===== src/hdl/lr_defs.svh =====
`ifndef LR_DEFS_SVH
`define LR_DEFS_SVH

// Data path widths.
`define LR_DATA_W   8       // One byte.
`define LR_ADDR_W   16      // Bus address and PC.

// Flag bit positions within F, low nibble of F is always zero.
`define LR_FLAG_Z   7       // Zero.
`define LR_FLAG_N   6       // Subtract.
`define LR_FLAG_H   5       // Half carry.
`define LR_FLAG_C   4       // Carry.

// Bus timing.
`define LR_PHASES   4       // Clocks per machine cycle.

// Start address after reset.
`define LR_RESET_PC 16'h0000

`endif


===== src/hdl/lr_pkg.sv =====
`default_nettype none

package lr_pkg;

	// Sequencer state, one machine cycle each.
	typedef enum logic [2:0] {
		st_ifetch,          // Base bank opcode fetch.
		st_cb_ifetch,       // Second opcode after the CB prefix.
		st_imml_fetch,      // Immediate byte or low address byte.
		st_immh_fetch,      // High address byte of JP.
		st_indirect_fetch,  // Read from (HL).
		st_indirect_store,  // Write to (HL).
		st_jump             // Internal cycle, PC reload.
	} seq_state_t;

	// Write-back class for the register file.
	typedef enum logic [2:0] {
		ex_none,            // No register or flag update.
		ex_load,            // LD r,src.
		ex_alu,             // Accumulator op with flags.
		ex_incdec,          // INC/DEC r, C kept.
		ex_cb_shift,        // CB rotate, shift, SWAP.
		ex_cb_bit,          // CB BIT, flags only.
		ex_cb_setres        // CB SET/RES, no flags.
	} exec_class_t;

endpackage

`default_nettype wire


===== src/hdl/lr_alu.sv =====
`timescale 1ns/1ns
`include "lr_defs.svh"
`default_nettype none

module lr_alu (
	input  wire  [`LR_DATA_W-1:0]        op,           // Opcode, bits 5..3 pick the op.
	input  wire  [`LR_DATA_W-1:0]        a,            // Accumulator.
	input  wire  [`LR_DATA_W-1:0]        arg,          // Register, (HL) or immediate.
	input  wire  [`LR_FLAG_Z:`LR_FLAG_C] flags,
	output logic [`LR_DATA_W-1:0]        result,
	output logic [`LR_FLAG_Z:`LR_FLAG_C] result_flags
);
	logic [`LR_DATA_W:0] wide;      // Result plus carry or borrow.
	logic [4:0]          nib;       // Low nibble plus half carry.
	logic                cin;       // Carry in for ADC and SBC.
	logic                fn;
	logic                fh;
	logic                fc;

	always_comb
	begin
		cin          = op[3] & ~op[5] & flags[`LR_FLAG_C]; // Only ADC (001) and SBC (011).
		wide         = {1'b0, a};
		nib          = {1'b0, a[3:0]};
		fn           = 1'b0;
		fh           = 1'b0;
		fc           = 1'b0;
		result       = a;
		result_flags = flags;
		if (op[7:6] == 2'b00)
		begin
			// INC/DEC on the operand, carry untouched.
			result = op[0] ? arg - 1'b1 : arg + 1'b1;
			result_flags[`LR_FLAG_Z] = ~|result;
			result_flags[`LR_FLAG_N] = op[0];                            // Set on DEC.
			result_flags[`LR_FLAG_H] = op[0] ? arg[3:0] == 4'h0 : arg[3:0] == 4'hf;
		end
		else
		begin
			case (op[5:3])
			3'd0, 3'd1:                                                 // ADD, ADC.
			begin
				wide = {1'b0, a} + {1'b0, arg} + {{`LR_DATA_W{1'b0}}, cin};
				nib  = {1'b0, a[3:0]} + {1'b0, arg[3:0]} + {4'd0, cin};
			end
			3'd2, 3'd3, 3'd7:                                           // SUB, SBC, CP.
			begin
				wide = {1'b0, a} - {1'b0, arg} - {{`LR_DATA_W{1'b0}}, cin};
				nib  = {1'b0, a[3:0]} - {1'b0, arg[3:0]} - {4'd0, cin};
				fn   = 1'b1;
			end
			3'd4:                                                       // AND.
			begin
				wide = {1'b0, a & arg};
				nib  = 5'h10;                                           // H always set.
			end
			3'd5: wide = {1'b0, a ^ arg};                               // XOR.
			default: wide = {1'b0, a | arg};                            // OR.
			endcase
			fh           = nib[4];
			fc           = wide[`LR_DATA_W];
			result       = wide[`LR_DATA_W-1:0];
			result_flags = {~|result, fn, fh, fc};                      // Z N H C.
		end
	end

endmodule

`default_nettype wire


===== src/hdl/lr_shift_unit.sv =====
`timescale 1ns/1ns
`include "lr_defs.svh"
`default_nettype none

module lr_shift_unit (
	input  wire  [`LR_DATA_W-1:0]        op,           // CB bank opcode.
	input  wire  [`LR_DATA_W-1:0]        arg,          // Register from bits 2..0.
	input  wire  [`LR_FLAG_Z:`LR_FLAG_C] flags,
	output logic [`LR_DATA_W-1:0]        result,
	output logic [`LR_FLAG_Z:`LR_FLAG_C] result_flags
);
	logic [`LR_DATA_W-1:0] rot;    // Rotate/shift result.
	logic                  rot_c;  // Bit shifted out.

	// Rotate and shift kinds, bits 5..3.
	always_comb
	begin
		case (op[5:3])
		3'd0: {rot_c, rot} = {arg, arg[`LR_DATA_W-1]};                    // RLC.
		3'd1: {rot, rot_c} = {arg[0], arg};                               // RRC.
		3'd2: {rot_c, rot} = {arg, flags[`LR_FLAG_C]};                    // RL through carry.
		3'd3: {rot, rot_c} = {flags[`LR_FLAG_C], arg};                    // RR through carry.
		3'd4: {rot_c, rot} = {arg, 1'b0};                                 // SLA.
		3'd5: {rot, rot_c} = {arg[`LR_DATA_W-1], arg};                    // SRA keeps sign.
		3'd6: {rot_c, rot} = {1'b0, arg[3:0], arg[7:4]};                  // SWAP nibbles.
		default: {rot, rot_c} = {1'b0, arg};                              // SRL.
		endcase
	end

	// Group select, bits 7..6.
	always_comb
	begin
		result       = arg;
		result_flags = flags;
		case (op[7:6])
		2'b00:
		begin
			result       = rot;
			result_flags = {~|rot, 1'b0, 1'b0, rot_c};                    // Z N H C.
		end
		2'b01:                                                            // BIT n.
			result_flags = {~arg[op[5:3]], 1'b0, 1'b1, flags[`LR_FLAG_C]};
		default:
			result[op[5:3]] = op[6];                                      // RES (10), SET (11).
		endcase
	end

endmodule

`default_nettype wire


===== src/hdl/lr_reg_file.sv =====
`timescale 1ns/1ns
`include "lr_defs.svh"
`default_nettype none

module lr_reg_file (
	input  wire                          clk,
	input  wire                          reset,
	input  wire  [`LR_DATA_W-1:0]        op,
	input  wire  [`LR_DATA_W-1:0]        imml,         // Immediate or (HL) byte.
	input  wire  lr_pkg::exec_class_t    exec_class,
	input  wire                          exec,         // Write-back strobe.
	input  wire  [`LR_DATA_W-1:0]        alu_result,
	input  wire  [`LR_FLAG_Z:`LR_FLAG_C] alu_flags,
	input  wire  [`LR_DATA_W-1:0]        shift_result,
	input  wire  [`LR_FLAG_Z:`LR_FLAG_C] shift_flags,
	output logic [`LR_DATA_W-1:0]        arg,
	output logic [`LR_DATA_W-1:0]        a,
	output logic [`LR_FLAG_Z:`LR_FLAG_C] flags,
	output logic [`LR_DATA_W-1:0]        store_data,   // Source byte for (HL) stores.
	output logic [`LR_ADDR_W-1:0]        hl
);
	import lr_pkg::*;

	localparam logic [2:0] IDX_H  = 3'd4;
	localparam logic [2:0] IDX_L  = 3'd5;
	localparam logic [2:0] IDX_HL = 3'd6;                // Memory slot, not a register.
	localparam logic [2:0] IDX_A  = 3'd7;

	logic [`LR_DATA_W-1:0]        regs [0:7];            // B C D E H L - A.
	logic [`LR_FLAG_Z:`LR_FLAG_C] f_q;
	logic [2:0]                   src_idx;
	logic [2:0]                   wr_idx;
	logic [`LR_DATA_W-1:0]        wr_data;
	logic                         wr_en;
	logic                         f_en;
	logic [`LR_FLAG_Z:`LR_FLAG_C] f_next;

	assign src_idx    = (exec_class == ex_incdec) ? op[5:3] : op[2:0]; // INC/DEC reads its dest.
	assign arg        = (src_idx == IDX_HL) ? imml : regs[src_idx];
	assign store_data = (op[2:0] == IDX_HL) ? imml : regs[op[2:0]];
	assign a          = regs[IDX_A];
	assign hl         = {regs[IDX_H], regs[IDX_L]};
	assign flags      = f_q;

	// Destination and flag source per class.
	always_comb
	begin
		wr_en   = 1'b0;
		wr_idx  = op[5:3];
		wr_data = arg;
		f_en    = 1'b0;
		f_next  = alu_flags;
		case (exec_class)
		ex_load: wr_en = 1'b1;
		ex_alu:
		begin
			wr_en   = op[5:3] != 3'd7;                      // CP only sets flags.
			wr_idx  = IDX_A;
			wr_data = alu_result;
			f_en    = 1'b1;
		end
		ex_incdec:
		begin
			wr_en   = 1'b1;
			wr_data = alu_result;
			f_en    = 1'b1;
		end
		ex_cb_shift, ex_cb_setres:
		begin
			wr_en   = 1'b1;
			wr_idx  = op[2:0];
			wr_data = shift_result;
			f_en    = exec_class == ex_cb_shift;
			f_next  = shift_flags;
		end
		ex_cb_bit:
		begin
			f_en   = 1'b1;
			f_next = shift_flags;
		end
		default: ;
		endcase
	end

	always_ff @(posedge clk)
	begin
		if (exec && wr_en && wr_idx != IDX_HL)
			regs[wr_idx] <= wr_data;
	end

	always_ff @(posedge clk)
	begin
		if (reset)
			f_q <= '0;
		else if (exec && f_en)
			f_q <= f_next;
	end

endmodule

`default_nettype wire


===== src/hdl/lr_sequencer.sv =====
`timescale 1ns/1ns
`include "lr_defs.svh"
`default_nettype none

module lr_sequencer (
	input  wire                          clk,
	input  wire                          reset,
	input  wire  [`LR_DATA_W-1:0]        din,          // Valid while read is high.
	input  wire  [`LR_FLAG_Z:`LR_FLAG_C] flags,
	input  wire  [`LR_DATA_W-1:0]        store_data,
	input  wire  [`LR_ADDR_W-1:0]        hl,           // Address of (HL) forms.
	output logic [`LR_ADDR_W-1:0]        adr,
	output logic [`LR_DATA_W-1:0]        dout,
	output logic                         ddrv,
	output logic                         read,
	output logic                         write,
	output logic [`LR_ADDR_W-1:0]        pc,
	output logic [`LR_DATA_W-1:0]        op,
	output logic                         op_bank,      // Set for CB bank opcodes.
	output logic [`LR_DATA_W-1:0]        imml,
	output lr_pkg::exec_class_t          exec_class,
	output logic                         exec
);
	import lr_pkg::*;

	localparam int PHASE_W = $clog2(`LR_PHASES);

	seq_state_t            state;
	seq_state_t            next_state;
	logic [PHASE_W-1:0]    phase;
	logic                  last_phase;
	logic                  fetch_state;                  // Reads at PC.
	logic [`LR_DATA_W-1:0] immh;
	logic [`LR_ADDR_W-1:0] pc_sum;
	logic                  is_ld_rr;
	logic                  is_ld_imm;
	logic                  is_alu_r;
	logic                  is_alu_imm;
	logic                  is_incdec;
	logic                  is_jp;
	logic                  is_jr;
	logic                  hl_src;
	logic                  hl_dst;
	logic                  need_imm;
	logic                  cond_flag;
	logic                  take;

	// Base bank decode.
	assign is_ld_rr   = op[7:6] == 2'b01 && op != 8'h76;                    // HALT slot excluded.
	assign is_ld_imm  = op[7:6] == 2'b00 && op[2:0] == 3'd6;                // LD r,d8 and (HL),d8.
	assign is_alu_r   = op[7:6] == 2'b10;
	assign is_alu_imm = op[7:6] == 2'b11 && op[2:0] == 3'd6;
	assign is_incdec  = op[7:6] == 2'b00 && op[2:1] == 2'b10 && op[5:3] != 3'd6;
	assign is_jp      = op == 8'hc3 || (op[7:5] == 3'b110 && op[2:0] == 3'd2);
	assign is_jr      = op == 8'h18 || (op[7:5] == 3'b001 && op[2:0] == 3'd0);
	assign hl_src     = (is_ld_rr || is_alu_r) && op[2:0] == 3'd6;
	assign hl_dst     = is_ld_rr && op[5:3] == 3'd6;
	assign need_imm   = is_ld_imm || is_alu_imm || is_jp || is_jr;

	// Bit 4 picks C or Z, bit 3 the polarity.
	assign cond_flag  = op[4] ? flags[`LR_FLAG_C] : flags[`LR_FLAG_Z];
	assign take       = op == 8'hc3 || op == 8'h18 || cond_flag == op[3];

	// Shared adder, PC increment or JR target.
	assign pc_sum = pc + ((state == st_jump) ?
		{{(`LR_ADDR_W-`LR_DATA_W){imml[`LR_DATA_W-1]}}, imml} :
		{{(`LR_ADDR_W-1){1'b0}}, 1'b1});

	assign last_phase  = phase == PHASE_W'(`LR_PHASES - 1);
	assign fetch_state = state == st_ifetch || state == st_cb_ifetch ||
		state == st_imml_fetch || state == st_immh_fetch;
	assign exec        = last_phase && next_state == st_ifetch; // Final cycle of the instruction.

	always_comb
	begin
		next_state = st_ifetch;
		case (state)
		st_ifetch:
			if (op == 8'hcb)
				next_state = st_cb_ifetch;
			else if (need_imm)
				next_state = st_imml_fetch;
			else if (hl_src)
				next_state = st_indirect_fetch;
			else if (hl_dst)
				next_state = st_indirect_store;
		st_imml_fetch:
			if (op == 8'h36)
				next_state = st_indirect_store;                             // LD (HL),d8.
			else if (is_jp)
				next_state = st_immh_fetch;
			else if (is_jr && take)
				next_state = st_jump;
		st_immh_fetch:
			if (take)
				next_state = st_jump;
		default: ;
		endcase
	end

	always_comb
	begin
		exec_class = ex_none;
		if (op_bank)
		begin
			if (op[2:0] != 3'd6)
				case (op[7:6])
				2'b00: exec_class = ex_cb_shift;
				2'b01: exec_class = ex_cb_bit;
				default: exec_class = ex_cb_setres;
				endcase
		end
		else if ((is_ld_rr || is_ld_imm) && op[5:3] != 3'd6)
			exec_class = ex_load;
		else if (is_alu_r || is_alu_imm)
			exec_class = ex_alu;
		else if (is_incdec)
			exec_class = ex_incdec;
	end

	// Phase counter, state, strobes and PC.
	always_ff @(posedge clk)
	begin
		if (reset)
		begin
			state <= st_ifetch;
			phase <= '0;
			read  <= 1'b0;
			write <= 1'b0;
			ddrv  <= 1'b0;
			pc    <= `LR_RESET_PC;
		end
		else
		begin
			phase <= last_phase ? '0 : phase + 1'b1;
			if (last_phase)
				state <= next_state;
			case (phase)
			0: ddrv <= state == st_indirect_store;                          // Drops in the next cycle.
			1:
			begin
				read  <= fetch_state || state == st_indirect_fetch;
				write <= state == st_indirect_store;
				if (fetch_state)
					pc <= pc_sum;
			end
			2: write <= 1'b0;
			default:
			begin
				read <= 1'b0;
				if (state == st_jump)
					pc <= is_jp ? {immh, imml} : pc_sum;
			end
			endcase
		end
	end

	// Address, data and opcode latches.
	always_ff @(posedge clk)
	begin
		if (phase == 0 && fetch_state)
			adr <= pc;
		if (phase == 2)
			case (state)
			st_ifetch, st_cb_ifetch:
			begin
				op      <= din;
				op_bank <= state == st_cb_ifetch;
			end
			st_imml_fetch, st_indirect_fetch: imml <= din;
			st_immh_fetch: immh <= din;
			default: ;
			endcase
		if (last_phase && (next_state == st_indirect_fetch || next_state == st_indirect_store))
		begin
			adr  <= hl;                                                     // Set ahead of the access.
			dout <= store_data;
		end
	end

endmodule

`default_nettype wire


===== src/hdl/lr_core.sv =====
`timescale 1ns/1ns
`include "lr_defs.svh"
`default_nettype none

module lr_core (
	input  wire                          clk,
	input  wire                          reset,
	output logic [`LR_ADDR_W-1:0]        adr,
	input  wire  [`LR_DATA_W-1:0]        din,
	output logic [`LR_DATA_W-1:0]        dout,
	output logic                         ddrv,         // Core drives the data bus.
	output logic                         read,
	output logic                         write,
	output logic [`LR_ADDR_W-1:0]        pc,
	output logic [`LR_FLAG_Z:`LR_FLAG_C] f
);
	import lr_pkg::*;

	logic [`LR_DATA_W-1:0]        op;
	logic [`LR_DATA_W-1:0]        imml;
	logic [`LR_DATA_W-1:0]        arg;
	logic [`LR_DATA_W-1:0]        a;
	logic [`LR_DATA_W-1:0]        store_data;
	logic [`LR_DATA_W-1:0]        alu_result;
	logic [`LR_DATA_W-1:0]        shift_result;
	logic [`LR_FLAG_Z:`LR_FLAG_C] alu_flags;
	logic [`LR_FLAG_Z:`LR_FLAG_C] shift_flags;
	logic [`LR_ADDR_W-1:0]        hl;
	exec_class_t                  exec_class;
	logic                         exec;

	lr_sequencer lr_sequencer_i (.clk(clk), .reset(reset), .din(din), .flags(f),
		.store_data(store_data), .hl(hl), .adr(adr), .dout(dout), .ddrv(ddrv),
		.read(read), .write(write), .pc(pc), .op(op), .op_bank(), .imml(imml),
		.exec_class(exec_class), .exec(exec));

	lr_alu lr_alu_i (.op(op), .a(a), .arg(arg), .flags(f),
		.result(alu_result), .result_flags(alu_flags));

	lr_shift_unit lr_shift_unit_i (.op(op), .arg(arg), .flags(f),
		.result(shift_result), .result_flags(shift_flags));

	lr_reg_file lr_reg_file_i (.clk(clk), .reset(reset), .op(op), .imml(imml),
		.exec_class(exec_class), .exec(exec), .alu_result(alu_result),
		.alu_flags(alu_flags), .shift_result(shift_result), .shift_flags(shift_flags),
		.arg(arg), .a(a), .flags(f), .store_data(store_data), .hl(hl));

endmodule

`default_nettype wire


===== config.mk =====
export PLATFORM = sky130hd
export DESIGN_NAME = lr_core
export DESIGN_NICKNAME = d
export VERILOG_FILES = /design/src/hdl/lr_pkg.sv /design/src/hdl/lr_alu.sv /design/src/hdl/lr_shift_unit.sv /design/src/hdl/lr_reg_file.sv /design/src/hdl/lr_sequencer.sv /design/src/hdl/lr_core.sv
export VERILOG_INCLUDE_DIRS = /design/src /design/src/hdl
export SDC_FILE = /design/constraint.sdc
export NUM_CORES = 1
export LEC_CHECK = 0
export ABC_AREA = 0
export BUFFER_PORTS_ARGS = -buffer_cell sky130_fd_sc_hd__buf_2
export CAP_MARGIN = 15
export CORE_MARGIN = 2
export CORE_UTILIZATION = 35
export CTS_CLUSTER_SIZE = 28
export DETAILED_ROUTE_END_ITERATION = 8
export GPL_ROUTABILITY_DRIVEN = 0
export HOLD_SLACK_MARGIN = 0.1
export PLACE_DENSITY = 0.52
export SKIP_LAST_GASP = 1
export SYNTH_ARGS = -nofsm -noshare
export SYNTH_HDL_FRONTEND = slang
export SYNTH_SLANG_ARGS = --single-unit

===== constraint.sdc =====
create_clock -name clk -period 5.12 [get_ports clk]
set_clock_uncertainty 0.2 [all_clocks]
set_input_delay 0.512 -clock clk [delete_from_list [all_inputs] [get_ports clk]]
set_output_delay 0.512 -clock clk [all_outputs]
set_load 0.02 [all_outputs]

[After elaboration in Yosys (flattened, before gate mapping)]
Memory sizes are Yosys's and may differ from the RTL's. A register that Yosys moved wholly into a read port is not among the register bits.
Index checks and enable logic that the tools add are counted.
Cells by class
  reduce and logical (&&, ||, !) cells: 67
  bitwise logic cells: 8
  add/subtract/negate cells: 12
  equal/unequal tests: 49
  magnitude comparators: 2
  multiplexer cells: 54
Operator list (count)
  16-bit 2-to-1 mux: 6
  8-bit case mux with 7 select lines: 1
  3-bit equality test, second input constant: 15
  3-bit 2-to-1 mux: 15
  9-bit case mux with 4 select lines: 1
  8-bit 2-to-1 mux: 4
  16-bit case mux with 2 select lines: 1
  8-bit case mux with 2 select lines: 2
  8-bit OR reduction: 3
  3-bit by 2-bit equality test with 1-bit output, second input constant: 7
  1-bit logical AND: 18
  16-bit adder: 1
  8-bit equality test, second input constant: 2
  1-bit logical OR: 15
  5-bit case mux with 3 select lines: 1
  2-bit OR reduction: 7
  3-bit by 1-bit equality test with 1-bit output, second input constant: 4
  3-bit logical NOT: 4
  3-bit inequality test, second input constant: 4
  3-bit OR reduction: 4
  2-bit equality test, second input constant: 5
  1-bit case mux with 2 select lines: 5
  8-bit by 8-bit adder with 9-bit output: 1
  9-bit by 1-bit adder with 9-bit output: 1
  44 further kinds: 65
Storage, ports and cells
  bits of input ports: 10
  memories kept: 1
  output and inout bits: 47
  bits in writable memories: 64
  register bits: 77
  logic and storage cells: 207
Memory list
  lr_reg_file_i.regs: words 8, bits a word 8, rd ports 5, clocked after Yosys merged registers in 1, write ports 1, line lr_reg_file.sv:29  | logic [`LR_DATA_W-1:0] regs [0:7];

[Longest topological paths before layout]
  word-level depth: 19
  gate-level depth with buffers: 23
  mapped depth without buffers: 19

[Cells and area by module]
Synthesis repeated with hierarchy kept, for this count alone.
Second synthesis, totals
  cell total of the unflattened synthesis: 1024
  area total of the unflattened synthesis: 10274.9 um2
Modules (own cells, without submodules)
  lr_sequencer: seq. area each 1951.9 um2, cells each 374, instances 1, area each 3966.3 um2
  lr_reg_file: seq. area each 1761.7 um2, cells each 297, instances 1, area each 3802.4 um2
  lr_alu: seq. area each 0.0 um2, cells each 249, instances 1, area each 1793.0 um2
  lr_shift_unit: seq. area each 0.0 um2, cells each 104, instances 1, area each 713.2 um2

[Least setup slack after synthesis]
Ideal clock, no wire load.
  kind: reg-to-reg
  start point: reg lr_sequencer_i.op[7]
  end point: mem lr_reg_file_i.regs[0][7] (netlist name), data pin
  arrival: 4134 ps
  path slack: 503 ps
  clock period less this slack: 4617 ps
  setup time: 283 ps
  data required time: 4637 ps
  stages on the path, launching flop included: 22
  path buffers: 2
  cell sequence: edfxtp_1 > buf_6 > or2_4 > or4b_4 > and2_4 > buf_6 > mux2i_4 > a21oi_2 > inv_1 > fa_1 > inv_1 > ha_1 > o21ai_0 > a31oi_1 > o21ai_0 > a21oi_1 > a21oi_1 > xor2_1 > o221ai_1 > nand2_1 > o21ai_0 > o32a_1
On the way
  longest elaborated chain between the ends: 17
  elaborated cells between the ends (all ways): 46
  classes of those cells: add/sub (6); eq/ne (9); mux (16); bitwise (3); reduce/logical (11); memory (1)
Ends and longest elaborated chain
  from (decl): line lr_sequencer.sv:18  | output logic [`LR_DATA_W-1:0] op,
  from (signal assigned): line lr_sequencer.sv:167  | op <= din;
  2-bit logical NOT
  1-bit logical AND (2 in a row): line lr_sequencer.sv:53  | assign is_incdec = op[7:6] == 2'b00 && op[2:1] == 2'b10 && op[5:3] != 3'd6;
  2-bit 2-to-1 mux: line lr_sequencer.sv:117  | else if (is_incdec)
  3-bit 2-to-1 mux: line lr_sequencer.sv:115  | else if (is_alu_r || is_alu_imm)
  3-bit 2-to-1 mux: line lr_sequencer.sv:113  | else if ((is_ld_rr || is_ld_imm) && op[5:3] != 3'd6)
  3-bit 2-to-1 mux: line lr_sequencer.sv:104  | if (op_bank)
  3-bit by 2-bit equality test with 1-bit output: line lr_reg_file.sv:38, lr_reg_file.sv:53
  3-bit 2-to-1 mux: line lr_reg_file.sv:38  | assign src_idx = (exec_class == ex_incdec) ? op[5:3] : op[2:0];
  memory read 8 x 8 bit / 3-bit equality test (equally long branches)
  8-bit 2-to-1 mux: line lr_reg_file.sv:39  | assign arg = (src_idx == IDX_HL) ? imml : regs[src_idx];
  8-bit by 8-bit subtractor with 9-bit output / 8-bit by 8-bit adder with 9-bit output (equally long branches): line lr_alu.sv:48, lr_alu.sv:43
  9-bit by 1-bit subtractor with 9-bit output / 9-bit by 1-bit adder with 9-bit output (equally long branches): line lr_alu.sv:48, lr_alu.sv:43
  9-bit case mux with 4 select lines: line lr_alu.sv:40  | case (op[5:3])
  9-bit 2-to-1 mux: line lr_alu.sv:30  | if (op[7:6] == 2'b00)
  8-bit 2-to-1 mux: line lr_alu.sv:30
  8-bit case mux with 2 select lines *: line lr_reg_file.sv:53  | case (exec_class)
  via lr_reg_file_i.wr_data[7]: line lr_reg_file.sv:33  | logic [`LR_DATA_W-1:0] wr_data;
  to (decl): line lr_reg_file.sv:29
Mark *: on every way through the listed nets, which the timed path passes. The rest lies on a longest branch. The select of a mux whose other input is x is not followed.

[Final worst setup path]
  start point: reg lr_sequencer_i.op[6]
  end point: mem lr_reg_file_i.regs[5][0] (netlist name), data pin
Same word-level chain as after synthesis.

==> flow_summary.ini <==
[placed_design]
hpwl_um = 24600
dp_worst_setup_slack_ps = 31.6
portBuffers = 56
place_inst = 1481
dpl_cell_area_mm2 = 0.0110

[clock_network]
cts_htree_levels = 4
clock-sinks = 144
clkLatencyLatePin_ps = 430
clockBufferDepth = 2
clockRootBuffer = clkbuf_16
cts_tree = built
path_clk_slew_ps = 60
numCtsBuffers = 17

[floorplan]
coreArea_mm2 = 0.0279
ios = 57
core.rowCount = 61
dieHeight_um = 173
dieArea_mm2 = 0.0300
die_x_um = 173
initial_core_util_pct = 35.8

[routing]
drt_pass1_iterations = 6
vias = 8574
vias_per_cell = 5.65
drt_iter0_markers = 813
drcViolationCount = 0
avgRoutedWirePerCell_um = 21.7
wl_um = 32900
postRouteAntennaNets = 0

[yosys]
ys_seq_area_share_pct = 40.1
async_flop_share_pct = 0
synth_area_per_cell_um2 = 9.65
synthCells = 1037
synth.distinct_cells = 89
synth_seq_cells = 144
syn-cell-area_mm2 = 0.0100
synth_enable_flop_cells = 113
synth_flop_cell = edfxtp_1
synth_warnings = 0

[setup_path]
cp_max_fo = 8
path_class = reg2reg
arrival_ps = 4740
worstPathRequired_ps = 4950
start_kind = flop
critPathCaptureType = flop

[run_status]
status = finished, final reports clean

[grt]
grt_max_degree = 45
track_usage_pct = 22.0
grt_first_pass_wirelength_um = 50600
first_global_vias = 8202
grt-ovfl-total = 0
antenna_found_initial = 0

[sta]
hold_viol_final = 0
tns_ps = 0
worstMarginPinSlew_ps = 886
max-slew-margin-rel_pct = 40.9
rsz0062_at_grt = false
fin_crit_ps = 4910
setup_viol_count_final = 0
hold_ws_ps = 125
maxSlewViolCount = 0
fin_ws_ps = 208
fin_crit_sh_pct = 95.9
fmax_mhz = 204

[pwr]
power_mw = 3.65
powerDensity_mw_per_mm2 = 313
p_leak_nw = 4.62
vdd_drop_max_v = 0.000223

[final_layout]
final_core_util_pct = 41.7
final_cells = 1517
area_growth_pct = 16.6
drive_gt1_share_pct = 19.2
fillCellCount = 2752
final_nets = 1199
layout_commonest_cell = nand2_1
layout_common_cells = 148 x nand2_1, 113 x edfxtp_1, 67 x nor2_1, 67 x buf_4, 58 x a21oi_1
antenna_cells = 0
fin_area_mm2 = 0.0117

[job]
max_cap_violations = 0

[hold_path]
worstHoldPathType = in2reg
==> registers in the layout, indices dropped and copies added, names as in the netlist, named ones only <==
signal,count
lr_sequencer_i.adr,16
lr_sequencer_i.dout,8
lr_reg_file_i.flags,4
lr_sequencer_i.imml,8
lr_sequencer_i.ddrv,1
lr_sequencer_i.op,8
lr_sequencer_i.read,1
lr_reg_file_i.regs,64
lr_sequencer_i.phase,2
lr_sequencer_i.state,3
lr_sequencer_i.pc,16
lr_sequencer_i.immh,8
lr_sequencer_i.write,1
lr_sequencer_i.op_bank,1
==> final cells by class <==
| type | count | area (um2) | share of cell area, % |
|---|---|---|---|
| inverter | 59 | 221 | 1.90 |
| multi-input combinational | 779 | 5580 | 47.8 |
| tap | 378 | 473 | 4.06 |
| clock buffer | 17 | 425 | 3.65 |
| timing repair buffer | 126 | 816 | 7.00 |
| clock inverter | 14 | 134 | 1.15 |
| sequential | 144 | 4010 | 34.4 |
==> cells by family (layout without fill, tap and decap cells) <==
logic type	after synthesis	in the layout	share of synthesized area [%]
muxes	70	70	9.60
and+or+nand+nor	352	352	16.4
buffers and inverters	121	216	5.01
adders and majority gates	62	62	8.20
other	1	8	0.0375
xor gates and xnor gates	33	33	2.89
AOI/OAI and AO/OA	254	254	17.7
DFF	144	144	40.1
==> critical path, cell delays in order (launching register included) <==
cell and delay (ps):
edfxtp_1 420, or2_4 270, or4b_4 570, a221oi_2 350, a211oi_1 110, a21oi_2 240
inv_1 120, fa_1 540, inv_1 60, ha_1 280, xor2_1 140, nand2_1 60
o21ai_0 80, a211oi_1 520, or3b_2 220, o221ai_1 340
==> synth_stat cells, types with 8 or more instances <==
| cell | count | area share (%) |
|---|---|---|
| inv_1 | 57 | 2.1 |
| o22ai_1 | 14 | 0.88 |
| or3_1 | 11 | 0.69 |
| o21ai_0 | 60 | 3.0 |
| nand2_1 | 148 | 5.6 |
| a211oi_1 | 17 | 1.3 |
| mux2i_1 | 44 | 4.4 |
| nand2b_1 | 13 | 0.81 |
| nand3_1 | 15 | 0.75 |
| nor2b_1 | 16 | 1.0 |
| dfxtp_1 | 31 | 6.2 |
| xnor2_1 | 27 | 2.4 |
| edfxtp_1 | 113 | 34 |
| buf_2 | 8 | 0.40 |
| nor2_1 | 67 | 2.5 |
| ha_1 | 56 | 7.0 |
| and2_1 | 11 | 0.69 |
| nor3_1 | 37 | 1.9 |
| a311oi_1 | 9 | 0.79 |
| a21oi_1 | 58 | 2.9 |
| mux4_2 | 18 | 4.1 |
| clkbuf_1 | 42 | 1.6 |
==> what timing repair did <==
item | CTS | global route
endpoints found under the hold margin | 3 | 0
gates cloned | 0 | 0
hold buffers | 1 | 0
endpoints found under the setup margin | 7 | 58
setup buffers | 0 | 4
pin swaps | 0 | 2
gates resized for setup | 1 | 15
==> where the power goes <==
part | switching [mW] | total [mW] | leakage (nW) | internal, mW
combinational | 0.621 | 1.02 | 3.05 | 0.398
clock | 0.528 | 1.20 | 0.266 | 0.674
sequential | 0.0563 | 1.43 | 1.30 | 1.37
==> metal layers <==
metal	wire [um]	vias up	part of all wire (%)	track usage, %
li1	-	3988	-	-
met1	14400	4177	44	29.8
met2	15400	351	47	35.4
met3	2000	58	6.1	3.36
met4	1080	0	3.3	8.83
met5	0	-	0	0
==> worst paths after layout <==
check / start / end / slack, ps / cells after the start
min: din[3] / lr_sequencer_i.op[3] / 120 / 1
min reg2reg: lr_reg_file_i.flags[5] / lr_reg_file_i.flags[5] / 260 / 2
max: lr_sequencer_i.op[6] / lr_reg_file_i.regs[5][0] / 210 / 15
max reg2reg: lr_sequencer_i.op[6] / lr_reg_file_i.regs[5][0] / 210 / 15
No activity file was read; power rests on OpenSTA's default activity.
